**config.mk**
```make
export PLATFORM = sky130hd
export DESIGN_NAME = mem_arbiter
export DESIGN_NICKNAME = d
export VERILOG_FILES = /design/src/rtl/mem_bus_pkg.sv /design/src/rtl/mem_arbiter.sv
export SDC_FILE = /design/constraint.sdc
export NUM_CORES = 1
export LEC_CHECK = 0
export BUFFER_PORTS_ARGS = -buffer_cell sky130_fd_sc_hd__buf_2
export CAP_MARGIN = 20
export CORE_AREA = 4 4 237 239
export CTS_CLUSTER_SIZE = 20
export DETAILED_ROUTE_END_ITERATION = 7
export DIE_AREA = 0 0 241 243
export GPL_TIMING_DRIVEN = 1
export SYNTH_ARGS = -nofsm -noshare
export SYNTH_HDL_FRONTEND = slang
export SYNTH_SLANG_ARGS = --single-unit
```
**constraint.sdc**
```tcl
create_clock -name clk -period 3.1 [get_ports clk]
set_input_delay 0.31 -clock clk [delete_from_list [all_inputs] [get_ports clk]]
set_output_delay 0.31 -clock clk [all_outputs]
set_load 0.01 [all_outputs]
```
**src/rtl/mem_bus_pkg.sv**
```systemverilog
package mem_bus_pkg;

    // memory geometry
    localparam int MEM_WORDS   = 1024;
    localparam int BUS_BYTES   = 8;
    localparam int WORD_OFS_W  = $clog2(BUS_BYTES);
    localparam int MEM_IDX_W   = $clog2(MEM_WORDS);

    // requests the memory side can hold at once
    localparam int MEM_CREDITS  = 4;
    localparam int MEM_CREDIT_W = $clog2(MEM_CREDITS + 1);
    localparam int ROUTE_PTR_W  = $clog2(MEM_CREDITS);

    // load/store command slots
    localparam int LS_SLOTS = 2;
    localparam int LS_CNT_W = $clog2(LS_SLOTS + 1);

    typedef logic [63:0]          bus_addr_t;
    typedef logic [63:0]          bus_data_t;
    typedef logic [BUS_BYTES-1:0] bus_strb_t;
    typedef logic [0:0]           master_id_t;

    localparam master_id_t MID_FETCH = 1'b0;
    localparam master_id_t MID_LS    = 1'b1;

    typedef struct packed {
        bus_addr_t addr;
        logic      we;
        bus_strb_t wstrb;
        bus_data_t wdata;
    } mem_req_t;

    // stores answer too, with zero data
    typedef struct packed {
        bus_data_t rdata;
    } mem_rsp_t;

endpackage
```
**src/rtl/mem_arbiter.sv**
```systemverilog
`timescale 1ns/1ps

module mem_arbiter (
    input  logic                  clk,
    input  logic                  arst_n_i,
    input  mem_bus_pkg::mem_req_t if_req_i,
    input  logic                  if_req_valid_i,
    output logic                  if_req_accept_o,
    output mem_bus_pkg::mem_rsp_t if_rsp_o,
    output logic                  if_rsp_valid_o,
    input  mem_bus_pkg::mem_req_t ls_req_i,
    input  logic                  ls_req_valid_i,
    output logic                  ls_req_accept_o,
    output mem_bus_pkg::mem_rsp_t ls_rsp_o,
    output logic                  ls_rsp_valid_o,
    output mem_bus_pkg::mem_req_t mem_req_o,
    output logic                  mem_req_valid_o,
    input  mem_bus_pkg::mem_rsp_t mem_rsp_i,
    input  logic                  mem_rsp_valid_i,
    input  logic                  mem_credit_i
);
    import mem_bus_pkg::*;

    logic [MEM_CREDIT_W-1:0] mem_cnt_q;
    master_id_t              prio_q;
    master_id_t              route_q [MEM_CREDITS];
    logic [ROUTE_PTR_W-1:0]  route_wr_q;
    logic [ROUTE_PTR_W-1:0]  route_rd_q;
    logic                    can_grant;
    logic                    grant_if;
    logic                    grant_ls;
    logic                    grant;
    master_id_t              grant_id;
    master_id_t              head_id;

    assign can_grant = mem_cnt_q != '0;
    assign grant_if  = can_grant && if_req_valid_i && (!ls_req_valid_i || prio_q == MID_FETCH);
    assign grant_ls  = can_grant && ls_req_valid_i && (!if_req_valid_i || prio_q == MID_LS);
    assign grant     = grant_if || grant_ls;
    assign grant_id  = grant_ls ? MID_LS : MID_FETCH;

    assign if_req_accept_o = grant_if;
    assign ls_req_accept_o = grant_ls;
    assign mem_req_o       = grant_ls ? ls_req_i : if_req_i;
    assign mem_req_valid_o = grant;

    // responses come back in grant order
    assign head_id        = route_q[route_rd_q];
    assign if_rsp_o       = mem_rsp_i;
    assign ls_rsp_o       = mem_rsp_i;
    assign if_rsp_valid_o = mem_rsp_valid_i && (head_id == MID_FETCH);
    assign ls_rsp_valid_o = mem_rsp_valid_i && (head_id == MID_LS);

    always_ff @(posedge clk or negedge arst_n_i) begin
        if (!arst_n_i) begin
            mem_cnt_q  <= MEM_CREDIT_W'(MEM_CREDITS);
            prio_q     <= MID_FETCH;
            route_wr_q <= '0;
            route_rd_q <= '0;
        end else begin
            mem_cnt_q <= mem_cnt_q - MEM_CREDIT_W'(grant) + MEM_CREDIT_W'(mem_credit_i);
            // the loser of this grant goes first next time
            if (grant_if) begin
                prio_q <= MID_LS;
            end else if (grant_ls) begin
                prio_q <= MID_FETCH;
            end
            if (grant) begin
                route_wr_q <= route_wr_q + 1'b1;
            end
            if (mem_rsp_valid_i) begin
                route_rd_q <= route_rd_q + 1'b1;
            end
        end
    end

    always_ff @(posedge clk) begin
        if (grant) begin
            route_q[route_wr_q] <= grant_id;
        end
    end

endmodule

```
==> key figures <==
Clock network
  • Clk Latency, worst-skew pair: 0.24 ns
  • H-tree levels: 1
  • CTS Sinks: 12
  • Root Driver: clkbuf_16
  • Reg clk slew, reported paths: 0.04 ns
  • Clock Path Buffers: 2
  • Total CTS buffers: 3
  • CTS tree: done
  • Postcts setup bufs: 0

Routing
  • Routed vias/inst: around 2.7
  • DR pass1 iterations: 5
  • WL final: ~16000 um
  • Wire per inst: between 10 and 15 um
  • # DRC: 0
  • Vias: roughly 3.6k
  • Starting DRT DRC Count: between 80 and 90
  • DRT antenna net count: 0

Floorplan
  • Die area: 58600 um^2
  • Die width: 241 um
  • Initial core utilization: 6.37%
  • Ports: just over 600
  • Core area: about 54000 um^2
  • Die Ht: between 200 and 250 um
  • Row cnt: 85

Critical path
  • Critical Path AT: ~2.3 ns
  • Critical path endpoint category: primary output
  • Setup slack, reg-to-reg: about 0.73 ns
  • WP data required: around 2.8 ns
  • Crit-path max FO: 35
  • Worst reg2reg startpoint: mem_cnt_q[1]
  • Startpoint types: flop
  • Crit path kind: flop to primary output
  • Worst r2r dst: mem_cnt_q[2]
  • Reg2Reg Depth: 9

Run
  • Maxcap violations: 0

Timing
  • Final Skew: 0.000239 ns
  • Endpoints failing setup: 0
  • Fmax: ~0.38 GHz
  • Slew headroom: slightly below 70%
  • Worst Max-Slew Pin Slew: just under 0.5 ns
  • RSZ-0062 raised after global routing: false
  • Min cycle time layout: approximately 2.6 ns
  • Post-route setup slack: between 0.4 and 0.5 ns
  • Crit share post-route: 84.4%
  • Hold violation total from the final report: 0
  • TNS Setup: 0 ns
  • Final Slew Violations: 0

Synthesis
  • Post-synth EDFFs: 4
  • Post-synth ARST share: roughly 67%
  • Ys flop type: dfrtp_1
  • Post-Synthesis Cells: about 330
  • Post-Syn Area per Cell: ~10 um^2
  • Syn_nets: 679
  • Synthesized area: between 3000 and 4000 um^2
  • Yosys cell types: 23
  • Synth warnings: 0
  • Sequential fraction of the synthesis area: 9.38%
  • Synth Register Bits: 12
  • Top cells by area, synth: mux2_2 42%, buf_4 28%, buf_12 6.4%, dfrtp_1 5.1%, mux2_4 4.4%
  • Top-area cell type share of the netlist area: around 42%
  • Area leader, netlist: mux2_2

Global routing
  • First-pass GRT wire length: 20700 um
  • Initial antenna violation count: 10
  • Pin count of the biggest net entering global routing: 42
  • Tot GR Track Use: 4.67%
  • Grt total ovfl: 0
  • Vias in the first global route: between 3k and 4k

Placed design
  • Final RePlAce weighted congestion: between 0.8 and 0.9
  • Pre-CTS setup slack: between 0.6 and 0.7 ns
  • DP HPWL: 14900 um
  • Buffers on Ports: 421

Min path
  • Critical hold path startpoint: mem_rsp_valid_i
  • Hold path cells: 2
  • Endpoint, Worst Hold: route_rd_q[0]
  • Hold/Removal Path Class: input pin to flop

Cells and area
  • Fill count: 6237
  • Util after Layout: between 10% and 20%
  • # nets final: roughly 970
  • Layout area overhead: 57.2%
  • Share of post-route cells with drive strength above 1: a little over 90%

Run status
  • Status: completed

Pwr
  • Pwr Density: approximately 450 nW/um^2
  • Leakage: ~2.6 nW
  • VDD IR max: approximately 260 uV
==> cell usage after synthesis, types with 2 or more instances <==
cell type	instances
mux2_4	10
dfrtp_1	7
mux2_2	128
buf_12	11
nand2_1	2
buf_4	129
buf_6	3
xnor2_1	4
a21oi_1	2
ha_1	6
inv_1	7
edfxtp_1	4
and2_1	5
==> worst max-delay path by stage <==
| stage | endpoint | cells after the start | from |
|---|---|---|---|
| 2_1_floorplan | mem_cnt_q[2] | 9 | mem_cnt_q[1] |
| 3_3_place_gp | mem_req_o[4] | 5 | mem_cnt_q[1] |
| 3_5_place_dp | mem_req_o[4] | 5 | mem_cnt_q[1] |
| 4_1_cts | mem_req_o[4] | 5 | mem_cnt_q[1] |
| 5_1_grt | mem_req_o[93] | 5 | mem_cnt_q[1] |
| 6_report | mem_req_o[33] | 5 | mem_cnt_q[1] |
==> power by group <==
part           total, W  switching, W  internal [W]
logic           0.00190      0.000866       0.00103
registers      0.000307     0.0000528      0.000254
clock network  0.000238     0.0000648      0.000173
==> area by class of cell <==
class	instances	area, um^2	area share, %
Antenna cell	6	15.0	0.279
Tap cell	696	871	16.2
Sequential cell	12	322	5.97
Multi-Input combinational cell	166	1860	34.5
Timing Repair Buffer	432	2220	41.2
Clock buffer	4	78.8	1.46
Inverter	7	26.3	0.488
==> kinds of logic (layout without fill, tap and decap cells) <==
kind of cell / after synthesis / count (layout) / share of synthesized area, %
AO/OA/AOI/OAI: 4 / 4 / 0.694
XOR/XNOR: 5 / 5 / 1.28
adder cells (fa/ha/maj): 7 / 7 / 2.77
buffers and inverters: 150 / 443 / 36.4
flip-flops: 12 / 12 / 9.38
multiplexers: 139 / 139 / 47.1
other: 0 / 6 / 0
AND/OR/NAND/NOR: 11 / 11 / 2.34
==> layer usage <==
metal  vias to the layer above  part of all wire, %  track usage (%)
met2                       444                   45             8.15
met4                         6                 0.81            0.489
li1                       1591                    -                -
met3                        16                   22             4.51
met1                      1508                   31             3.99
met5                         -                 0.26                0
==> flip-flops by register name (all words and copies together), names as in the netlist <==
signal      cells
route_rd_q      2
route_wr_q      2
prio_q          1
mem_cnt_q       3
route_q         4
==> stage by stage <==
stage | cells | hold WS, ns | power, W | instance area [um^2]
2_1_floorplan | 328 | 0.0144 | 0.00183 | 3430
3_3_place_gp | 1312 | 0.167 | 0.00221 | 5280
3_5_place_dp | 1312 | 0.170 | 0.00223 | 5280
4_1_cts | 1317 | 0.286 | 0.00248 | 5370
5_1_grt | 1317 | 0.301 | 0.00264 | 5370
6_report | 1323 | 0.286 | 0.00244 | 5390
==> placed cells by master (no fill, tap or decap), drive strengths merged, types with 2 or more instances in the layout <==
master / n
a21oi: 2
and2: 5
buf: 431
clkbuf: 4
dfrtp: 7
diode: 6
edfxtp: 4
ha: 6
inv: 7
mux2: 138
nand2: 2
xnor2: 4
==> critical path, cell delays in order (launching register included) <==
cell	delay, ns
dfrtp_1	0.41
or3_4	0.44
nand3_4	0.37
buf_12	0.28
mux2_2	0.36
buf_2	0.14
==> timing repair <==
action	in CTS	in global routing
hold buffers	1	0
endpoints found under the setup margin	0	0
endpoints found under the hold margin	7	0
gates resized for setup	0	0
Power figures use the tool's default switching activity.
