File: src/rtl/mem_bus_pkg.sv
package mem_bus_pkg;

    // memory geometry
    localparam int MEM_WORDS   = 1024;
    localparam int BUS_BYTES   = 8;
    localparam int WORD_OFS_W  = $clog2(BUS_BYTES);
    localparam int MEM_IDX_W   = $clog2(MEM_WORDS);

    // requests the memory side can hold at once
    localparam int MEM_CREDITS  = 4;
    localparam int MEM_CREDIT_W = $clog2(MEM_CREDITS + 1);
    localparam int ROUTE_PTR_W  = $clog2(MEM_CREDITS);

    // load/store command slots
    localparam int LS_SLOTS = 2;
    localparam int LS_CNT_W = $clog2(LS_SLOTS + 1);

    typedef logic [63:0]          bus_addr_t;
    typedef logic [63:0]          bus_data_t;
    typedef logic [BUS_BYTES-1:0] bus_strb_t;
    typedef logic [0:0]           master_id_t;

    localparam master_id_t MID_FETCH = 1'b0;
    localparam master_id_t MID_LS    = 1'b1;

    typedef struct packed {
        bus_addr_t addr;
        logic      we;
        bus_strb_t wstrb;
        bus_data_t wdata;
    } mem_req_t;

    // stores answer too, with zero data
    typedef struct packed {
        bus_data_t rdata;
    } mem_rsp_t;

endpackage
File: src/rtl/load_store_unit.sv
`timescale 1ns/1ps

module load_store_unit (
    input  logic                   clk,
    input  logic                   arst_n_i,
    input  mem_bus_pkg::mem_req_t  cmd_i,
    input  logic                   cmd_valid_i,
    output logic                   cmd_ready_o,
    output mem_bus_pkg::mem_req_t  req_o,
    output logic                   req_valid_o,
    input  logic                   req_accept_i,
    input  mem_bus_pkg::mem_rsp_t  rsp_i,
    input  logic                   rsp_valid_i,
    output mem_bus_pkg::bus_data_t load_data_o,
    output logic                   rsp_valid_o
);
    import mem_bus_pkg::*;

    mem_req_t            q_q [LS_SLOTS];
    logic                q_wr_q;
    logic                q_rd_q;
    logic [LS_CNT_W-1:0] q_cnt_q;
    logic [LS_CNT_W-1:0] out_cnt_q;
    logic                cmd_acc;
    logic                pop;

    // outstanding covers queued and in-flight commands
    assign cmd_ready_o = out_cnt_q < LS_CNT_W'(LS_SLOTS);
    assign cmd_acc     = cmd_valid_i && cmd_ready_o;

    assign req_valid_o = q_cnt_q != '0;
    assign req_o       = q_q[q_rd_q];
    assign pop         = req_valid_o && req_accept_i;

    always_ff @(posedge clk or negedge arst_n_i) begin
        if (!arst_n_i) begin
            q_wr_q      <= 1'b0;
            q_rd_q      <= 1'b0;
            q_cnt_q     <= '0;
            out_cnt_q   <= '0;
            rsp_valid_o <= 1'b0;
        end else begin
            if (cmd_acc) begin
                q_wr_q <= ~q_wr_q;
            end
            if (pop) begin
                q_rd_q <= ~q_rd_q;
            end
            q_cnt_q     <= q_cnt_q + LS_CNT_W'(cmd_acc) - LS_CNT_W'(pop);
            out_cnt_q   <= out_cnt_q + LS_CNT_W'(cmd_acc) - LS_CNT_W'(rsp_valid_i);
            rsp_valid_o <= rsp_valid_i;
        end
    end

    always_ff @(posedge clk) begin
        if (cmd_acc) begin
            q_q[q_wr_q] <= cmd_i;
        end
        if (rsp_valid_i) begin
            load_data_o <= rsp_i.rdata;
        end
    end

endmodule

File: config.mk
export PLATFORM = sky130hd
export DESIGN_NAME = load_store_unit
export DESIGN_NICKNAME = d
export VERILOG_FILES = /design/src/rtl/mem_bus_pkg.sv /design/src/rtl/load_store_unit.sv
export SDC_FILE = /design/constraint.sdc
export NUM_CORES = 1
export LEC_CHECK = 0
export BUFFER_PORTS_ARGS = -buffer_cell sky130_fd_sc_hd__buf_2
export CORE_MARGIN = 10
export CORE_UTILIZATION = 54
export DETAILED_ROUTE_END_ITERATION = 6
export GPL_ROUTABILITY_DRIVEN = 0
export PLACE_DENSITY = 0.89
export SLEW_MARGIN = 20
export SYNTH_ARGS = -nofsm -noshare
export SYNTH_HDL_FRONTEND = slang
export SYNTH_SLANG_ARGS = --single-unit
File: constraint.sdc
create_clock -name clk -period 19.8 [get_ports clk]
set_input_delay 3.96 -clock clk [delete_from_list [all_inputs] [get_ports clk]]
set_output_delay 3.96 -clock clk [all_outputs]
set_load 0.05 [all_outputs]
==> results of run 1 <==
-- power breakdown --
| part | switching [uW] | leakage, uW | internal, uW |
|---|---|---|---|
| Sequential | 59.4 | 0.00323 | 952 |
| Combinational | 683 | 0.00226 | 239 |
| Clock | 252 | 0.000515 | 340 |
-- critical path, stage by stage, from the launching register on --
cell and delay, ns:
dfrtp_4 0.99, buf_4 0.84, mux2_2 0.42, buf_2 0.22
-- registers in the layout (all words and copies together), names as in the netlist --
name	count
q_rd_q	1
q_wr_q	1
q_q	274
out_cnt_q	2
rsp_valid_o	1
q_cnt_q	2
load_data_o	64
-- cell type report --
type	instances	area [um^2]	area share, %
tap	280	350	2.25
sequential	345	10300	66.4
timing repair buffer	415	2090	13.5
clock inverter	19	135	0.869
inverter	3	11.3	0.0724
antenna	5	12.5	0.0805
clock buffer	41	898	5.78
multi-input combinational	159	1720	11.1
-- cell usage in the layout (no fill, tap or decap) --
cell / synthesis / final
buf_2: 3 / 409
nor2_4: 0 / 2
o22ai_1: 1 / 1
buf_4: 12 / 6
mux2_2: 124 / 124
xnor2_1: 5 / 5
dfrtp_4: 0 / 1
clkinv_4: 0 / 1
nand2_1: 1 / 1
clkbuf_1: 0 / 6
clkinv_2: 0 / 8
clkinv_1: 0 / 5
or2b_2: 1 / 1
nor2b_2: 1 / 1
and2b_1: 1 / 1
ha_1: 2 / 2
clkbuf_16: 0 / 35
dfrtp_1: 7 / 6
nand4_1: 1 / 1
mux2_1: 13 / 13
or4_1: 1 / 1
inv_8: 0 / 1
mux2i_1: 1 / 1
bufinv_16: 0 / 1
inv_6: 0 / 3
or2_2: 1 / 1
diode_2: 0 / 5
inv_1: 3 / 3
nor2_1: 3 / 1
nand3_1: 1 / 1
nand2b_1: 1 / 1
nor2b_1: 1 / 1
edfxtp_1: 338 / 338
-- per-layer routing --
metal	global-route usage, %	vias up
li1	-	2966
met1	20.3	3270
met2	36.9	331
met3	8.40	50
met4	7.67	0
met5	0	-
-- logic make-up after synthesis --
kind of cell	synth area share (%)
compound gates	0.0515
xor+xnor	0.361
fa+ha+maj	0.206
buf+inv	0.958
flops	85.0
mux	12.8
simple gates	0.639
-- per-stage QoR --
step	cells	cell area [um^2]	utilization, %	hold slack (ns)
after floorplan	522	12100	-	0.456
after global placement	1202	14500	66.0	0.463
after detailed placement	1202	14500	66.0	0.530
after CTS	1262	15500	70.8	0.548
after global routing	1266	15500	70.8	0.559
final	1267	15500	70.8	0.543
-- synthesized netlist by cell type --
cell,number
inv_1,3
buf_4,12
or4_1,1
nor2b_2,1
mux2_1,13
and2b_1,1
nor2_1,3
xnor2_1,5
ha_1,2
o22ai_1,1
mux2i_1,1
dfrtp_1,7
nand2b_1,1
nand4_1,1
nor2b_1,1
edfxtp_1,338
nand3_1,1
or2b_2,1
mux2_2,124
buf_2,3
nand2_1,1
or2_2,1
-- final timing paths --
| kind | endpoint | slack, ns | cells after the start | from |
|---|---|---|---|---|
| worst max-delay path | req_o[136] | 12.72 | 3 | q_rd_q |
| worst min register to register | q_cnt_q[0] | 0.54 | 1 | q_cnt_q[0] |
| worst min-delay path | q_cnt_q[0] | 0.54 | 1 | q_cnt_q[0] |
| worst max register to register | q_q[0][111] | 17.61 | 3 | out_cnt_q[1] |
| min in group asynchronous | q_cnt_q[1] | 3.30 | 1 | arst_n_i |
| max in group asynchronous | q_rd_q | 16.31 | 1 | arst_n_i |
==> impl_results.md, run 1 <==
- Status: complete, no violations
- Final Max Slew Viols: 0
- Peak Freq: 0.141 GHz
- Netlist cell types: 22
- CTS tree: done
- Worst path arrival time: 3.12 ns
- Cell taking the most area after synthesis: edfxtp_1
- Port bufs: 409
- Worst clock skew: 0.0153 ns
- Flops & latches, synth: 345
- Layout Area Growth over Synthesis: 28.0%
- Worst min path class: flip-flop to flip-flop
- Root Driver: clkbuf_16
- Synth area leaders: edfxtp_1 84%, mux2_2 11%, dfrtp_1 1.4%
- Clock Latency Late Sink: 0.50 ns
- Final Hold Vio Count: 0
- Crit path kind: flip-flop to output port
- Core region area: 0.0220 mm^2
- PnR worst setup slack: 12.72 ns
- Post-synthesis net count: 730
- Vias in the first global route: 7,326
- Hold_buf cts: 0
- CP Data Required Time: 15.84 ns
- Synth top area share: 83.6%
- Worst Tran Pin Value: 1.05 ns
- Seq/Total Area, Yosys: 85.0%
- Hpwl dp: 22,200 um
- Cts repair resizes: 0
- Ports: 410
- Fin crit share: 35.8%
- Clk sinks: 345
- RSZ-0062 raised after global routing: false
- Die area: 0.0289 mm^2
- Met2 wire length: 16,700 um
- H-tree depth: 2
- Total setup buffers inserted after CTS: 0
- Top Metal Used: met4
- Remaining Overflow, GRT: 0
- Post-Place Setup Slack: 13.24 ns
- Initial antenna violation count: 5
- Startpoint types: flip-flop
- Vias: 6,617
- Final net count: 1,167
- Syn Std Cell Area: 0.0121 mm^2
- Routed vias/inst: 5.22
- Maxcap violations: 0
- Drc violations: 0
- Period minus WS final: 7.08 ns
- Slew headroom: 30.0%
- Routed Antenna Nets: 0
- Fillcell total: 1,344
- Ys Warns: 0
- Width of the die: 170 um
- First drt pass iteration count: 4
- Final WL: 30,700 um
- Tot GR Track Use: 20.3%
- Leak pwr: 0.00601 uW
- Cells after synthesis: 522
- Die height: 170 um
- Maximum vdd drop: 116 uV
- Final Power: 2520 uW
- Share of cells above drive strength 1: 60.5%
- First-pass GRT wire length: 44,200 um
- CTS clock-pin slew for the worst setup and hold paths: 0.06 ns
- DR WL met3: 3190 um
- Setup TNS: 0 ns
- Met1 Wirelength: 10000 um
- Largest net degree at the start of global routing: 78
- Drt wl/cell: 24.2 um
- Worst Setup End Kind: output port
- Final setup violation count: 0
- Initial Util: 55.3%
- Syn Area/Cell: 23.3 um^2
- Worst Path Max Fanout: 71
- Drt initial violations: 417
- CTS buffer count: 35
- Clock Tree Buf Depth: 3
- Rows: 54
- P per Cell Area: 162 mW/mm^2
Power figures use the tool's default switching activity.
==> run 2: changes to the inputs <==
CORE_UTILIZATION = 45   (was 54)
PLACE_DENSITY = 0.8   (was 0.89)
clock period = 6.3 ns   (was 19.8 ns; I/O delays follow)
==> impl_results.md, run 2 (synthesized netlist as in run 1, its figures left out) <==
- Hpwl dp: 21,100 um
- Total setup buffers inserted after CTS: 0
- Finished Core Util: 59.0%
- Vias: 6,555
- Fin crit share: 61.6%
- Initial antenna violation count: 11
- P per Cell Area: 515 mW/mm^2
- Startpoint types: flip-flop
- H-tree depth: 2
- Worst clock skew: 0.00701 ns
- Peak Freq: 0.258 GHz
- Drc violations: 0
- Vias in the first global route: 7,233
- First-pass GRT wire length: 42,800 um
- Tot GR Track Use: 16.8%
- Cts repair resizes: 0
- Clock Tree Buf Depth: 3
- Biggest regs: q_q: 274 flops, load_data_o: 64 flops
- # placed instances: 1,263
- Worst Tran Pin Value: 0.924 ns
- Die height: 184 um
- Worst Setup End Kind: output port
- Most flops, register: q_q
- Root Driver: clkbuf_16
- Layout Area Growth over Synthesis: 29.8%
- Core region area: 0.0267 mm^2
- Fillcell total: 1,986
- Delay of the slowest critical-path stage: 0.94 ns
- CTS clock-pin slew for the worst setup and hold paths: 0.06 ns
- Maxcap violations: 0
- Crit path kind: flip-flop to output port
- Max stage delay cell, worst path: dfrtp_4
- Worst min path class: flip-flop to flip-flop
- Final Max Slew Viols: 0
- Clock Latency Late Sink: 0.50 ns
- Slew headroom: 38.4%
- Rows: 60
- Remaining Overflow, GRT: 0
- Status: complete, no violations
- RSZ-0062 raised after global routing: false
- Flip-flop count of the largest register after layout: 274
- Crit path max-delay family: flip-flops
- Share of cells above drive strength 1: 60.1%
- Routed Antenna Nets: 0
- Final Hold Vio Count: 0
- Largest net degree at the start of global routing: 138
- Buf/Inv on CP: 2
- Final Power: 8130 uW
- Period minus WS final: 3.88 ns
- Hold_buf cts: 0
- Final setup violation count: 0
- Die area: 0.0340 mm^2
- Worst Path Max Fanout: 83
- Fin cells: 1,334
- First drt pass iteration count: 4
- Critical path, cell by cell: buf_12 -> mux2_2 -> buf_2
- Port bufs: 409
- Initial Util: 45.4%
- Drt wl/cell: 22.3 um
- Most frequent cells in the layout: 409 x buf_2, 338 x edfxtp_1, 124 x mux2_2, 37 x clkbuf_16, 13 x mux2_1
- Clk sinks: 345
- Final WL: 29,700 um
- CP Data Required Time: 5.04 ns
- Maximum vdd drop: 333 uV
- Width of the die: 184 um
- Worst path arrival time: 2.62 ns
- Ports: 410
- Commonest non-fill, non-tap cell in the layout: buf_2
- Leak pwr: 0.00606 uW
- Drt initial violations: 391
- Final net count: 1,168
- Routed vias/inst: 4.91
- CTS buffer count: 36
- CTS tree: done
[run 2: cell count changes in the layout (fill, tap and decap cells not counted), moves of 3 or more]
cell       change
bufinv_16      +3
clkinv_1       +3
clkinv_2       -5
diode_2        +3
[run 2: power breakdown]
group	leakage (uW)	internal, uW	switching (uW)
clock	0.000555	1240	811
sequential	0.00323	2990	165
combinational	0.00227	759	2170
total	0.00606	4990	3140
[run 2: area by class of cell]
class	count	area (um^2)	share of cell area [%]
antenna	8	20.0	0.127
clock buffer	45	956	6.06
clock inverter	18	190	1.21
inverter	3	11.3	0.0714
multi-input combinational	159	1720	10.9
sequential	345	10300	65.5
tap	341	427	2.71
timing repair buffer	415	2120	13.4
[run 2: worst paths after layout]
path | start | end | slack, ns | depth (start not counted)
min reg2reg | out_cnt_q[0] | out_cnt_q[0] | 0.49 | 1
max | q_rd_q | req_o[65] | 2.42 | 3
min in group asynchronous | arst_n_i | q_cnt_q[1] | 0.60 | 1
min | out_cnt_q[0] | out_cnt_q[0] | 0.49 | 1
max reg2reg | out_cnt_q[1] | q_q[1][94] | 3.85 | 4
max in group asynchronous | arst_n_i | q_rd_q | 5.52 | 1
[run 2: worst register-to-register path: cells and delay by family, from the launching register on]
family / cells / cell delay, ns
buffers and inverters: 2 / 1.15
flip-flops: 1 / 0.43
AND/OR/NAND/NOR: 2 / 0.49
[run 2: metrics by stage]
stage | area [um^2] | setup WS [ns] | TNS, ns | hold slack [ns]
floorplan | 12100 | -1.62 | -444.17 | 0.456
global placement | 14600 | 2.93 | 0 | 0.463
detailed placement | 14600 | 2.93 | 0 | 0.479
CTS | 15800 | 2.39 | 0 | 0.497
global route | 15800 | 2.28 | 0 | 0.516
finish | 15800 | 2.42 | 0 | 0.486
[run 2: layer usage]
layer / routed length [um] / vias up / GRT usage, %
met4: 996 / 6 / 7.37
li1: - / 2972 / -
met3: 3130 / 67 / 7.52
met1: 9840 / 3207 / 16.6
met2: 15700 / 303 / 29.6
met5: 34 / - / 0
