### src/rtl/fetch_pkg.sv
package fetch_pkg;

    localparam int FETCH_CREDITS = 4;
    localparam int FETCH_CRED_W  = $clog2(FETCH_CREDITS + 1);
    localparam int FETCH_PTR_W   = $clog2(FETCH_CREDITS);

    typedef logic [63:0] pc_t;
    typedef logic [31:0] inst_t;
    typedef logic [2:0]  epoch_t;

    localparam pc_t RESET_PC = 64'h0000_0000_8000_0000;

    typedef enum logic [2:0] {
        RD_NONE,
        RD_JAL,
        RD_BRANCH,
        RD_JALR,
        RD_TRAP
    } redirect_kind_e;

    typedef struct packed {
        redirect_kind_e kind;
        logic           branch_taken;
        pc_t            base_pc;
        logic [63:0]    imm;
        logic [63:0]    rs1_data;
        pc_t            mtvec;
    } redirect_t;

    typedef struct packed {
        pc_t   pc;
        inst_t inst;
    } fetch_pkt_t;

    // pc and epoch of one issued fetch
    typedef struct packed {
        pc_t    pc;
        epoch_t epoch;
    } fetch_tag_t;

endpackage

### src/rtl/mem_bus_pkg.sv
package mem_bus_pkg;

    // memory geometry
    localparam int MEM_WORDS   = 1024;
    localparam int BUS_BYTES   = 8;
    localparam int WORD_OFS_W  = $clog2(BUS_BYTES);
    localparam int MEM_IDX_W   = $clog2(MEM_WORDS);

    // requests the memory side can hold at once
    localparam int MEM_CREDITS  = 4;
    localparam int MEM_CREDIT_W = $clog2(MEM_CREDITS + 1);
    localparam int ROUTE_PTR_W  = $clog2(MEM_CREDITS);

    // load/store command slots
    localparam int LS_SLOTS = 2;
    localparam int LS_CNT_W = $clog2(LS_SLOTS + 1);

    typedef logic [63:0]          bus_addr_t;
    typedef logic [63:0]          bus_data_t;
    typedef logic [BUS_BYTES-1:0] bus_strb_t;
    typedef logic [0:0]           master_id_t;

    localparam master_id_t MID_FETCH = 1'b0;
    localparam master_id_t MID_LS    = 1'b1;

    typedef struct packed {
        bus_addr_t addr;
        logic      we;
        bus_strb_t wstrb;
        bus_data_t wdata;
    } mem_req_t;

    // stores answer too, with zero data
    typedef struct packed {
        bus_data_t rdata;
    } mem_rsp_t;

endpackage
### src/rtl/inst_fetch.sv
`timescale 1ns/1ps

module inst_fetch (
    input  logic                  clk,
    input  logic                  arst_n_i,
    input  logic                  run_i,
    input  fetch_pkg::redirect_t  redirect_i,
    input  logic                  redirect_valid_i,
    output mem_bus_pkg::mem_req_t req_o,
    output logic                  req_valid_o,
    input  logic                  req_accept_i,
    input  mem_bus_pkg::mem_rsp_t rsp_i,
    input  logic                  rsp_valid_i,
    output fetch_pkg::fetch_pkt_t pkt_o,
    output logic                  inst_valid_o,
    input  logic                  credit_i
);
    import fetch_pkg::*;

    pc_t                     pc_q;
    epoch_t                  epoch_q;
    fetch_tag_t              req_q;
    logic                    req_valid_q;
    logic [FETCH_CRED_W-1:0] cred_q;
    fetch_tag_t              tag_q [FETCH_CREDITS];
    logic [FETCH_PTR_W-1:0]  tag_wr_q;
    logic [FETCH_PTR_W-1:0]  tag_rd_q;
    logic                    redirect_take;
    pc_t                     redirect_pc;
    pc_t                     jalr_sum;
    pc_t                     issue_pc;
    epoch_t                  issue_epoch;
    logic                    issue;
    fetch_tag_t              head;
    logic                    keep;
    logic                    drop;
    inst_t                   inst;

    // redirect target, jal and taken branch first, then jalr, then trap
    always_comb begin
        jalr_sum      = redirect_i.rs1_data + redirect_i.imm;
        redirect_take = 1'b0;
        redirect_pc   = pc_q;
        if (redirect_valid_i) begin
            if (redirect_i.kind == RD_JAL ||
                (redirect_i.kind == RD_BRANCH && redirect_i.branch_taken)) begin
                redirect_take = 1'b1;
                redirect_pc   = redirect_i.base_pc + redirect_i.imm;
            end else if (redirect_i.kind == RD_JALR) begin
                redirect_take = 1'b1;
                redirect_pc   = {jalr_sum[63:1], 1'b0};
            end else if (redirect_i.kind == RD_TRAP) begin
                redirect_take = 1'b1;
                redirect_pc   = redirect_i.mtvec;
            end
        end
    end

    // a taken redirect issues straight to the target in the same cycle
    assign issue_pc    = redirect_take ? redirect_pc : pc_q;
    assign issue_epoch = redirect_take ? epoch_q + 1'b1 : epoch_q;
    assign issue       = run_i && (cred_q != '0) && (!req_valid_q || req_accept_i);

    assign head = tag_q[tag_rd_q];
    // a response landing with a redirect is already stale
    assign keep = rsp_valid_i && (head.epoch == epoch_q) && !redirect_take;
    assign drop = rsp_valid_i && !keep;
    assign inst = head.pc[2] ? rsp_i.rdata[63:32] : rsp_i.rdata[31:0];

    assign req_o       = '{addr: req_q.pc, we: 1'b0, wstrb: '0, wdata: '0};
    assign req_valid_o = req_valid_q;

    always_ff @(posedge clk or negedge arst_n_i) begin
        if (!arst_n_i) begin
            pc_q         <= RESET_PC;
            epoch_q      <= '0;
            req_valid_q  <= 1'b0;
            cred_q       <= FETCH_CRED_W'(FETCH_CREDITS);
            tag_wr_q     <= '0;
            tag_rd_q     <= '0;
            inst_valid_o <= 1'b0;
        end else begin
            epoch_q <= issue_epoch;
            if (issue) begin
                req_valid_q <= 1'b1;
                pc_q        <= issue_pc + 64'd4;
            end else begin
                if (req_accept_i) begin
                    req_valid_q <= 1'b0;
                end
                pc_q <= issue_pc;
            end
            // dropped responses hand their credit back here
            cred_q <= cred_q - FETCH_CRED_W'(issue) + FETCH_CRED_W'(credit_i)
                      + FETCH_CRED_W'(drop);
            if (req_valid_q && req_accept_i) begin
                tag_wr_q <= tag_wr_q + 1'b1;
            end
            if (rsp_valid_i) begin
                tag_rd_q <= tag_rd_q + 1'b1;
            end
            inst_valid_o <= keep;
        end
    end

    always_ff @(posedge clk) begin
        if (issue) begin
            req_q <= '{pc: issue_pc, epoch: issue_epoch};
        end
        if (req_valid_q && req_accept_i) begin
            tag_q[tag_wr_q] <= req_q;
        end
        if (keep) begin
            pkt_o <= '{pc: head.pc, inst: inst};
        end
    end

endmodule

### config.mk
export PLATFORM = sky130hd
export DESIGN_NAME = inst_fetch
export DESIGN_NICKNAME = d
export VERILOG_FILES = /design/src/rtl/fetch_pkg.sv /design/src/rtl/mem_bus_pkg.sv /design/src/rtl/inst_fetch.sv
export SDC_FILE = /design/constraint.sdc
export NUM_CORES = 1
export LEC_CHECK = 0
export BUFFER_PORTS_ARGS = -buffer_cell sky130_fd_sc_hd__buf_2
export CORE_MARGIN = 2
export CORE_UTILIZATION = 45
export CTS_BUF_LIST = sky130_fd_sc_hd__clkbuf_4
export DETAILED_ROUTE_END_ITERATION = 8
export HOLD_SLACK_MARGIN = 0.08
export PLACE_DENSITY = 0.67
export REMOVE_ABC_BUFFERS = 1
export SLEW_MARGIN = 20
export SYNTH_ARGS = -nofsm -noshare
export SYNTH_HDL_FRONTEND = slang
export SYNTH_SLANG_ARGS = --single-unit
### constraint.sdc
create_clock -name clk -period 21.4 [get_ports clk]
set_clock_uncertainty 0.1 [all_clocks]
set_input_delay 2.14 -clock clk [delete_from_list [all_inputs] [get_ports clk]]
set_output_delay 2.14 -clock clk [all_outputs]
set_load 0.05 [all_outputs]
==> summary.md, run 1 <==
| Metric | Value |
|---|---|
| Outcome | finished clean |
| Number of clock sinks | 507 |
| Die ar. | 68290 um2 |
| Filler cells | 5861 |
| Kind of critical path | input pin to flop |
| Final setup viols | 0 |
| Initial antenna violation count | 7 |
| Tcrit/Tclk final | 31.44% |
| Wire per inst | 25.71 um |
| Grt total ovfl | 0 |
| Clk slew on worst S/H paths | 0.07 ns |
| Post-DP HPWL | 79450 um |
| Htree depth | 3 |
| Die Ht | ~260 um |
| Number of core rows | between 90 and 100 |
| Initial Utilization | 45.41% |
| Most common cell after layout, fill and taps aside | buf_2 |
| RSZ-0062 raised after global routing | false |
| CP Cell Sequence | buf_2, ha_1, nand2_1, nor3_1, o211a_1, nor2_1, o21ai_0, xnor2_1, o21ai_0, o22ai_1, nor4_1, nand3_1, nor3_1, nand3_1, xnor2_1 |
| Gpl congestion | about 0.97 |
| CP endpoint kind | flop |
| Initial DRC Count | 2400 |
| Setup crit start kind | input pin |
| DR pass1 iterations | 6 |
| Setup TNS | 0 ns |
| Clk_lat worst skew | 0.79 ns |
| CTS root buf | clkbuf_4 |
| Gate Count Post-Synth | 2579 |
| Most frequent cells in the layout | buf_2 (491), edfxtp_1 (431), nand2_1 (215), a21oi_1 (186), clkbuf_4 (136) |
| Area grow syn2layout | 12.58% |
| Leading cell types by total area after synthesis | edfxtp_1 (43%), dfrtp_1 (6.2%), ha_1 (5.5%) |
| P per Cell Area | 101.6 nW/um2 |
| Longest Clk Path Bufs | 3 |
| Worst path required time | 21.94 ns |
| Die Span X | 261.3 um |
| Post-synthesis sequential area ratio | 49.82% |
| Largest net degree at the start of global routing | 70 |
| Main synth FF type | edfxtp_1 |
| All-Layer GR Usage | 28.74% |
| CTS tree | built |
| CP max FO | 9 |
| Vias in the first global route | 22870 |
| Peak supply drop | a little over 0.08 mV |
| Wirelength, routed | 101900 um |
| Number of vias per cell | 5.984 |
| Leakage | 0.01320 uW |
| Synthesized area | 29800 um2 |
| HP Class | flop to flop |
| Nets | around 3500 |
| Multi-input logic area | 13470 um2 |
| Post-synth EDFFs | 431 |
| Cts hold-fix bufs | 0 |
| Io pins | 566 |
| Setup Buffers After CTS | 0 |
| Buffers on Ports | 492 |
| Total vias in the final route | 23730 |
| Tmin final | 6.728 ns |
| Max Cap Viol | 0 |
| Yosys warnings | 0 |
| Register Area | 14850 um2 |
| Layout cells sized above 1 | between 20% and 30% |
| First-pass GRT wire length | 145300 um |
| Max-slew violations | 0 |
| Asr flop ratio synth | 14.99% |
| Post-route ant nets | 0 |
| Post-synth cell types | 107 |
| Synth area leader | edfxtp_1 |
| Final Hold Violating Endpoints | 0 |
| # DRC | 0 |
| Flops & latches, synth | around 510 |
| Share of the synthesized area in the top cell type | approximately 43% |
| Relative max-transition margin | between 20% and 30% |
| Clock buffer count from CTS | 104 |
| Critical Path AT | slightly above 7 ns |
| CP max stage cell | nor3_1 |
| Tightest Pin Transition | 1.082 ns |
| Max Clk Rate | 148.6 MHz |
| Core ar. | 65630 um2 |
| Max incr delay on CP | 0.71 ns |
| Mapped Avg Cell Area | 11.55 um2 |
| Cts repair resizes | 0 |
| Post-layout util | approximately half |
## cells in the mapped netlist (20+ instances only)
master    instances
xor2_1           60
nor2_1          133
mux4_2           67
a21o_1           60
ha_1            132
o211ai_1         26
buf_4           146
dfrtp_1          74
xnor2_1          99
inv_1            47
edfxtp_1        431
nor3_1           54
nand2_1         215
buf_2            44
clkbuf_1         48
o21ai_0         125
and3_1           29
mux2i_1          21
nand4_1          73
nand3_1          47
o21a_1           23
mux2_2           35
a21oi_1         187
a222oi_1         20
## cells by family (layout without fill, tap and decap cells)
family | Yosys count | after routing | synth area share (%)
buf+inv | 309 | 753 | 6.000
flops | 507 | 507 | 49.82
mux | 124 | 124 | 7.142
fa+ha+maj | 136 | 136 | 5.811
other cells | 1 | 79 | 0.01258
simple gates | 666 | 666 | 11.13
xor+xnor | 160 | 160 | 4.728
compound gates | 676 | 676 | 15.35
## critical path: cells and delay by family
kind	cells	cell delay [ns]
AND/OR/NAND/NOR	7	2.39
adder cells (fa/ha/maj)	1	0.49
XOR/XNOR	2	0.27
AO/OA/AOI/OAI	4	1.85
buffers and inverters	1	0.11
## cell type report
type                       instances  area share (%)
clock buffer                     136           3.043
timing repair buffer             512           7.795
antenna                            6         0.04475
multi-input combinational       1835           40.16
inverter                          48          0.5371
clock inverter                    57          0.9287
sequential                       507           44.27
tap                              864           3.222
## final timing paths
check	depth (start not counted)	end	slack (ns)	start
min in group asynchronous	1	pc_q[59]$_DFF_PN0_	1.06	arst_n_i
setup reg to reg	10	cred_q[2]$_DFF_PN1_	17.21	tag_rd_q[1]$_DFFE_PN0P_
setup / recovery	15	pc_q[37]$_DFF_PN0_	14.67	redirect_i[142]
hold reg to reg	0	tag_q[0][0]$_DFFE_PP_	0.41	req_q[0]$_DFFE_PP_
max in group asynchronous	2	tag_rd_q[0]$_DFFE_PN0P_	18.91	arst_n_i
hold / removal	0	tag_q[0][0]$_DFFE_PP_	0.41	req_q[0]$_DFFE_PP_
## where the power goes
group          switching [uW]  internal [uW]
Combinational             824            409
Sequential                124           1360
Clock                     353            338
## state kept, by name, indices dropped and copies added (netlist names)
signal / cells
inst_valid_o: 1
req_valid_o: 1
tag_wr_q: 2
tag_rd_q: 2
pc_q: 64
req_q: 3
epoch_q: 3
req_o: 64
pkt_o: 96
tag_q: 268
cred_q: 3
## per-layer routing
layer	vias to the layer above	GRT usage (%)	routed length, um
li1	10680	-	-
met1	11730	41.36	44360
met2	1172	45.03	47000
met3	141	3.765	7647
met4	2	9.659	2927
met5	-	0	11
## stage by stage
step | total power [uW] | hold WS, ns | setup slack [ns] | instance area [um2] | instances
finish | 3409 | 0.4053 | 14.67 | 33550 | 3965
global route | 3569 | 0.4330 | 14.60 | 33540 | 3961
CTS | 3430 | 0.4045 | 15.01 | 33530 | 3959
detailed placement | 2734 | 0.3859 | 14.12 | 32200 | 3766
global placement | 2712 | 0.3665 | 14.15 | 32200 | 3766
floorplan | 2362 | 0.3507 | 9.004 | 28460 | 2390
(Power assumes the default switching activity.)
==> run 2: changes to the inputs <==
Settings changed: PLACE_DENSITY 0.67 to 0.7.
Clock period 21.4 ns to 6.1 ns, I/O delays scaled along.
==> summary.md, run 2 (synthesis results as in run 1) <==
| Metric | Value |
|---|---|
| Outcome | finished clean (unchanged) |
| Setup crit start kind | input pin (unchanged) |
| Most common cell after layout, fill and taps aside | buf_2 (unchanged) |
| Leakage | 0.01360 uW (was 0.01320 uW) |
| Multi-input logic area | 13470 um2 (about the same) |
| Tcrit/Tclk final | approximately four fifths |
| Wirelength, routed | 104600 um (was 101900 um) |
| Grt total ovfl | 0 (unchanged) |
| Nets | 3560 (was 3475) |
| Post-DP HPWL | 81760 um (was 79450 um) |
| Reg2Reg Depth | 6 (was 10) |
| HP Class | input pin to flop (was flop to flop) |
| Finished Layout Cells | 4044 (was 3965) |
| Initial DRC Count | 2486 (was 2400) |
| Max incr delay on CP | 0.62 ns (was 0.71 ns) |
| Die ar. | 68290 um2 (unchanged) |
| Vias in the first global route | 23870 (was 22870) |
| Gpl congestion | 0.9660 (was 0.9659) |
| RR Endpoint | pkt_o[45]$_DFFE_PP_ (was cred_q[2]$_DFF_PN1_) |
| Relative max-transition margin | 35.14% (was 27.89%) |
| All-Layer GR Usage | 29.72% (was 28.74%) |
| Dpl cells | 3783 (was 3766) |
| Number of vias per cell | 5.969 (was 5.984) |
| Hold WS | 0.2169 ns (was 0.4053 ns) |
| Number of core rows | 94 (unchanged) |
| RSZ-0062 raised after global routing | false (unchanged) |
| Cts hold-fix bufs | 71 (was 0) |
| Htree depth | 3 (unchanged) |
| Io pins | 566 (unchanged) |
| CP Cell Sequence | buf_2, ha_1, fa_1, a21o_1, a311o_1, a21oi_1, nand2_1, a311o_1, a21boi_0, xnor2_1, a21o_1, and4_1, and3_1, and3_1, or3b_1, xnor2_1 (was buf_2, ha_1, nand2_1, nor3_1, o211a_1, nor2_1, o21ai_0, xnor2_1, o21ai_0, o22ai_1, nor4_1, nand3_1, nor3_1, nand3_1, xnor2_1) |
| Final Hold Violating Endpoints | 0 (unchanged) |
| Critical Path AT | 5.48 ns (was 7.27 ns) |
| Peak supply drop | 0.2308 mV (was 0.08111 mV) |
| P per Cell Area | 354.7 nW/um2 (was 101.6 nW/um2) |
| Kind of critical path | input pin to flop (unchanged) |
| CP max stage cell | a21boi_0 (was nor3_1) |
| Min-Delay Endpoint | pc_q[33]$_DFF_PN0_ (was tag_q[0][0]$_DFFE_PP_) |
| Setup Buffers After CTS | 0 (unchanged) |
| Max reg flops | 268 (unchanged) |
| DR pass1 iterations | 9 (was 6) |
| Top delay family on crit path | compound AO/OA/AOI/OAI gates (was simple AND/OR/NAND/NOR gates) |
| Die Span X | 261.3 um (unchanged) |
| Area grow syn2layout | 15.48% (was 12.58%) |
| Final setup viols | 0 (unchanged) |
| Clk_lat worst skew | 0.78 ns (was 0.79 ns) |
| Max-slew violations | 0 (unchanged) |
| Core ar. | 65630 um2 (unchanged) |
| Total vias in the final route | 24140 (was 23730) |
| # DRC | 0 (unchanged) |
| Clock buffer count from CTS | 101 (was 104) |
| Most frequent cells in the layout | buf_2 (491), edfxtp_1 (431), nand2_1 (215), a21oi_1 (186), clkbuf_4 (152) (was buf_2 (491), edfxtp_1 (431), nand2_1 (215), a21oi_1 (186), clkbuf_4 (136)) |
| Cts repair resizes | 0 (unchanged) |
| Reg2reg setup slack | 2.08 ns (was 17.21 ns) |
| Max Clk Rate | 201.8 MHz |
| Top flop regs | tag_q x268, pkt_o x96 (unchanged) |
| Buf+Inv Stages, Crit Path | 1 (unchanged) |
| Biggest register | tag_q (unchanged) |
| Wire per inst | 25.87 um (was 25.71 um) |
| Total power | 12200 uW (was 3409 uW) |
| Clk slew on worst S/H paths | 0.07 ns (about the same) |
| Hold Path Depth | 4 (was 0) |
| Number of clock sinks | 507 (unchanged) |
| Buffers on Ports | 492 (unchanged) |
| First-pass GRT wire length | 150600 um (was 145300 um) |
| Filler cells | 5719 (was 5861) |
| Tmin final | 4.955 ns |
| CTS root buf | clkbuf_4 (unchanged) |
| Die Ht | 261.3 um (unchanged) |
| Longest Clk Path Bufs | 3 (unchanged) |
| Layout cells sized above 1 | 26.69% (was 26.53%) |
| CP endpoint kind | flop (unchanged) |
| Worst path required time | 6.62 ns (was 21.94 ns) |
| Register Area | 14850 um2 (unchanged) |
| HP Start | redirect_i[33] (was req_q[0]$_DFFE_PP_) |
| Initial Utilization | 45.41% (unchanged) |
| Max Cap Viol | 0 (unchanged) |
| Worst R2R Start | tag_rd_q[0]$_DFFE_PN0P_ (was tag_rd_q[1]$_DFFE_PN0P_) |
| Post-route ant nets | 0 (unchanged) |
| Largest net degree at the start of global routing | 69 (was 70) |
| Initial antenna violation count | 7 (unchanged) |
| CTS tree | built (unchanged) |
| Tightest Pin Transition | 0.9728 ns (was 1.082 ns) |
| CP max FO | 10 (was 9) |
## run 2: cell types whose count changed in the layout (fill, tap and decap cells not counted), sizes merged
| cell | previous run | this run |
|---|---|---|
| buf | 512 | 529 |
| diode | 6 | 7 |
| clkbuf | 136 | 152 |
| inv | 49 | 48 |
| clkinv | 53 | 28 |
| dlygate4sd3 | 0 | 71 |
## run 2: worst max path at each step
stage,from,to,cells past startpoint
global route,redirect_i[128],pc_q[62]$_DFF_PN0_,16
finish,redirect_i[128],pc_q[62]$_DFF_PN0_,16
CTS,redirect_i[128],pc_q[62]$_DFF_PN0_,16
global placement,redirect_i[128],pc_q[62]$_DFF_PN0_,16
detailed placement,redirect_i[128],pc_q[62]$_DFF_PN0_,16
floorplan,tag_rd_q[0]$_DFFE_PN0P_,cred_q[2]$_DFF_PN1_,8
## run 2: report_power, final
part | leakage, uW | switching [uW] | internal [uW]
Sequential | 0.00488 | 466 | 4770
Combinational | 0.00791 | 2930 | 1560
Clock | 0.000802 | 1210 | 1270
## run 2: per-stage QoR
step           cell area, um2  setup WS, ns  setup TNS (ns)  util, %
2_1_floorplan           28460        -5.832         -504.44        -
3_3_place_gp            32340        0.6361               0    49.28
3_5_place_dp            32340        0.5445               0    49.28
4_1_cts                 34390         1.368               0    52.41
5_1_grt                 34400         1.000               0    52.42
6_report                34410         1.145               0    52.43
## run 2: worst register-to-register path: stages (launching register included)
cell	delay (ns)
dfrtp_4	1.03
mux4_2	0.65
xnor2_1	0.18
nand3_1	0.11
nor3_2	0.29
buf_4	0.67
buf_4	0.62
## run 2: routing by layer
| layer | global-route usage, % | up-vias | wire [um] |
|---|---|---|---|
| li1 | - | 10800 | - |
| met1 | 42.52 | 12010 | 45380 |
| met2 | 47.29 | 1177 | 48530 |
| met3 | 3.542 | 146 | 7739 |
| met4 | 9.675 | 4 | 2950 |
| met5 | 0 | - | 29 |
## run 2: final cells by class
class | count | area share (%)
antenna | 7 | 0.05090
clock buffer | 152 | 3.316
clock inverter | 31 | 0.5890
inverter | 48 | 0.5236
multi-input combinational | 1835 | 39.15
sequential | 507 | 43.16
tap | 864 | 3.141
timing repair buffer | 600 | 10.07
==> run 3: changes to the inputs <==
Settings changed: ABC_AREA set to 1, PLACE_DENSITY 0.7 to 0.66.
Clock period 6.1 ns to 5.1 ns, I/O delays scaled along.
==> summary.md, run 3 <==
| Metric | Value |
|---|---|
| Synth area leader | edfxtp_1 (unchanged) |
| CP endpoint kind | flop (unchanged) |
| Post-synthesis sequential area ratio | 42.59% (was 49.82%) |
| Initial antenna violation count | 4 (was 7) |
| Filler cells | 7697 (was 5719) |
| Main synth FF type | edfxtp_1 (unchanged) |
| Max Cap Viol | 0 (unchanged) |
| Core ar. | 77080 um2 (was 65630 um2) |
| Post-DP HPWL | 101400 um (was 81760 um) |
| Final setup viols | 0 (unchanged) |
| Vias in the first global route | 31600 (was 23870) |
| Die Span X | 282.3 um (was 261.3 um) |
| CTS tree | built (unchanged) |
| Post-layout util | 51.86% (was 52.43%) |
| Grt total ovfl | 0 (unchanged) |
| Relative max-transition margin | 32.10% (was 35.14%) |
| Wire per inst | 19.87 um (was 25.87 um) |
| Tmin final | ~3.7 ns |
| Clock buffer count from CTS | 111 (was 101) |
| Mapped Avg Cell Area | 7.352 um2 (was 11.55 um2) |
| Number of clock sinks | 507 (unchanged) |
| Max-slew violations | 0 (unchanged) |
| First-pass GRT wire length | 186500 um (was 150600 um) |
| Tcrit/Tclk final | 73.45% |
| Post-synth top cells | nand2_1 (1574), inv_1 (726), nor2_1 (494) (was edfxtp_1 (431), nand2_1 (215), a21oi_1 (187)) |
| Post-synth EDFFs | 431 (unchanged) |
| CTS root buf | clkbuf_4 (unchanged) |
| Top flop regs | tag_q x268, pkt_o x96 (unchanged) |
| Gate Count Post-Synth | 4742 (was 2579) |
| Post-route design area | 39970 um2 (was 34410 um2) |
| Flops & latches, synth | 507 (unchanged) |
| Share of the synthesized area in the top cell type | 37.12% (was 43.43%) |
| Gpl congestion | 1.050 (was 0.9660) |
| Leading cell types by total area after synthesis | edfxtp_1 (37%), nand2_1 (17%), inv_1 (7.8%) (was edfxtp_1 (43%), dfrtp_1 (6.2%), ha_1 (5.5%)) |
| # DRC | 0 (unchanged) |
| Post-synth cell types | 58 (was 107) |
| Longest Clk Path Bufs | 3 (unchanged) |
| HP Class | input pin to flop (unchanged) |
| Total vias in the final route | 32910 (was 24140) |
| Layout cells sized above 1 | 15.62% (was 26.69%) |
| Initial DRC Count | 2831 (was 2486) |
| Buffers on Ports | 492 (unchanged) |
| Kind of critical path | flop to flop (was input pin to flop) |
| Finished Layout Cells | 6426 (was 4044) |
| Max Clk Rate | between 200 and 300 MHz |
| Yosys warnings | 0 (unchanged) |
| Number of core rows | 102 (was 94) |
| Initial Utilization | 45.23% (was 45.41%) |
| Synthesized area | 34860 um2 (was 29800 um2) |
| Area grow syn2layout | 14.65% (was 15.48%) |
| Asr flop ratio synth | 14.99% (unchanged) |
| Nets | 5756 (was 3560) |
| Tightest Pin Transition | 1.017 ns (was 0.9728 ns) |
| Largest net degree at the start of global routing | 98 (was 69) |
| Peak supply drop | 0.2500 mV (was 0.2308 mV) |
| Post-route ant nets | 0 (unchanged) |
| Setup Buffers After CTS | 0 (unchanged) |
| Clk slew on worst S/H paths | 0.08 ns (was 0.07 ns) |
| DR pass1 iterations | 6 (was 9) |
| Most common cell after layout, fill and taps aside | nand2_1 (was buf_2) |
| Setup crit start kind | flop (was input pin) |
| Clk_lat worst skew | 0.84 ns (was 0.78 ns) |
| P per Cell Area | 398.2 nW/um2 (was 354.7 nW/um2) |
| Number of vias per cell | 5.121 (was 5.969) |
| Critical Path AT | 4.17 ns (was 5.48 ns) |
| Top-count cell post-synth | nand2_1 (was edfxtp_1) |
| CP max FO | 42 (was 10) |
| Htree depth | 3 (unchanged) |
| Die Ht | 282.3 um (was 261.3 um) |
| RSZ-0062 raised after global routing | false (unchanged) |
| Die ar. | 79720 um2 (was 68290 um2) |
| Max reg flops | 268 (unchanged) |
| Biggest register | tag_q (unchanged) |
| Outcome | finished clean (unchanged) |
| Dpl cells | 6142 (was 3783) |
| Worst path required time | 5.52 ns (was 6.62 ns) |
| Total power | 15920 uW (was 12200 uW) |
| Final Hold Violating Endpoints | 0 (unchanged) |
| All-Layer GR Usage | 31.39% (was 29.72%) |
| Most frequent cells in the layout | nand2_1 (1574), inv_1 (725), buf_2 (491), nor2_1 (490), edfxtp_1 (431) (was buf_2 (491), edfxtp_1 (431), nand2_1 (215), a21oi_1 (186), clkbuf_4 (152)) |
| Wirelength, routed | 127700 um (was 104600 um) |
| Leakage | 0.01972 uW (was 0.01360 uW) |
| Io pins | 566 (unchanged) |
| Post-DP Area | 37750 um2 (was 32340 um2) |
-- run 3: changes by cell type after synthesis, moves of 35 or more --
cell / before / now
nand2_1: 215 / 1574
inv_1: 47 / 726
nor2_1: 133 / 494
nand3_1: 47 / 306
xnor2_1: 99 / 28
mux4_2: 67 / 0
o22ai_1: 9 / 73
a21o_1: 60 / 3
nand2_2: 2 / 48
o21ai_0: 125 / 169
a21oi_1: 187 / 147
mux2_2: 35 / 0
-- run 3: critical path: stages, from the launching register on --
cell	delay [ns]
dfrtp_4	0.72
clkinv_2	0.47
nand2_1	0.16
nand3_1	0.08
nand2_1	0.09
buf_4	0.32
inv_1	0.54
nand2_1	0.20
nand2_1	0.14
dlygate4sd3_1	0.59
-- run 3: what timing repair did --
item / in CTS / in global routing
endpoints found under the hold margin: 116 / 0
resized for setup: 0 / 0
hold buffers: 74 / 0
-- run 3: logic make-up (layout without fill, tap and decap cells) --
family | count (synthesis) | count (layout) | share of synthesized area, %
other cells | 1 | 74 | 0.01076
simple gates | 2592 | 2592 | 30.93
flops | 507 | 507 | 42.59
xor+xnor | 63 | 63 | 1.583
buf+inv | 977 | 1548 | 12.27
fa+ha+maj | 136 | 136 | 4.967
compound gates | 466 | 466 | 7.662
-- run 3: per-layer routing --
metal	track usage, %	vias to the layer above	part of all wire, %
met5	0	-	0
li1	-	16140	-
met2	52.25	1403	46
met3	3.849	296	6.8
met1	39.05	15070	40
met4	18.99	0	6.4
-- run 3: path summary, 6_finish.rpt --
check | depth (start not counted) | start | slack [ns] | end
worst max register to register | 9 | tag_rd_q[0]$_DFFE_PN0P_ | 1.35 | pkt_o[30]$_DFFE_PP_
worst min register to register | 0 | req_o[123]$_DFFE_PP_ | 0.40 | tag_q[2][53]$_DFFE_PP_
max in group asynchronous | 3 | arst_n_i | 3.45 | tag_rd_q[0]$_DFFE_PN0P_
min in group asynchronous | 3 | arst_n_i | 0.38 | pc_q[50]$_DFF_PN0_
worst max-delay path | 9 | tag_rd_q[0]$_DFFE_PN0P_ | 1.35 | pkt_o[30]$_DFFE_PP_
worst min-delay path | 5 | redirect_i[4] | 0.18 | pc_q[4]$_DFF_PN0_
-- run 3: area by class of cell --
type	instances	area, um2	share of cell area, %
diodes	1	2.502	0.006260
clock buffers	148	1111	2.780
repair buffers	592	3488	8.727
multi-input cells	3330	16050	40.14
flip-flops and latches	507	14850	37.15
clock inverters	61	366.6	0.9171
inverters	747	2805	7.018
well taps	1040	1301	3.255
-- run 3: power by group --
group / leakage [uW] / switching, uW / internal [uW]
combinational: 0.0140 / 4730 / 1820
clock: 0.000865 / 1610 / 1540
sequential: 0.00488 / 467 / 5740
-- run 3: stage by stage --
| step | setup slack, ns | setup TNS [ns] | hold slack [ns] |
|---|---|---|---|
| 3_3_place_gp | 0.7113 | 0 | 0.3000 |
| 5_1_grt | 1.079 | 0 | 0.1796 |
| 2_1_floorplan | -11.21 | -1127.09 | 0.1144 |
| 3_5_place_dp | 0.7330 | 0 | 0.2987 |
| 6_report | 1.354 | 0 | 0.1840 |
| 4_1_cts | 1.350 | 0 | 0.1011 |
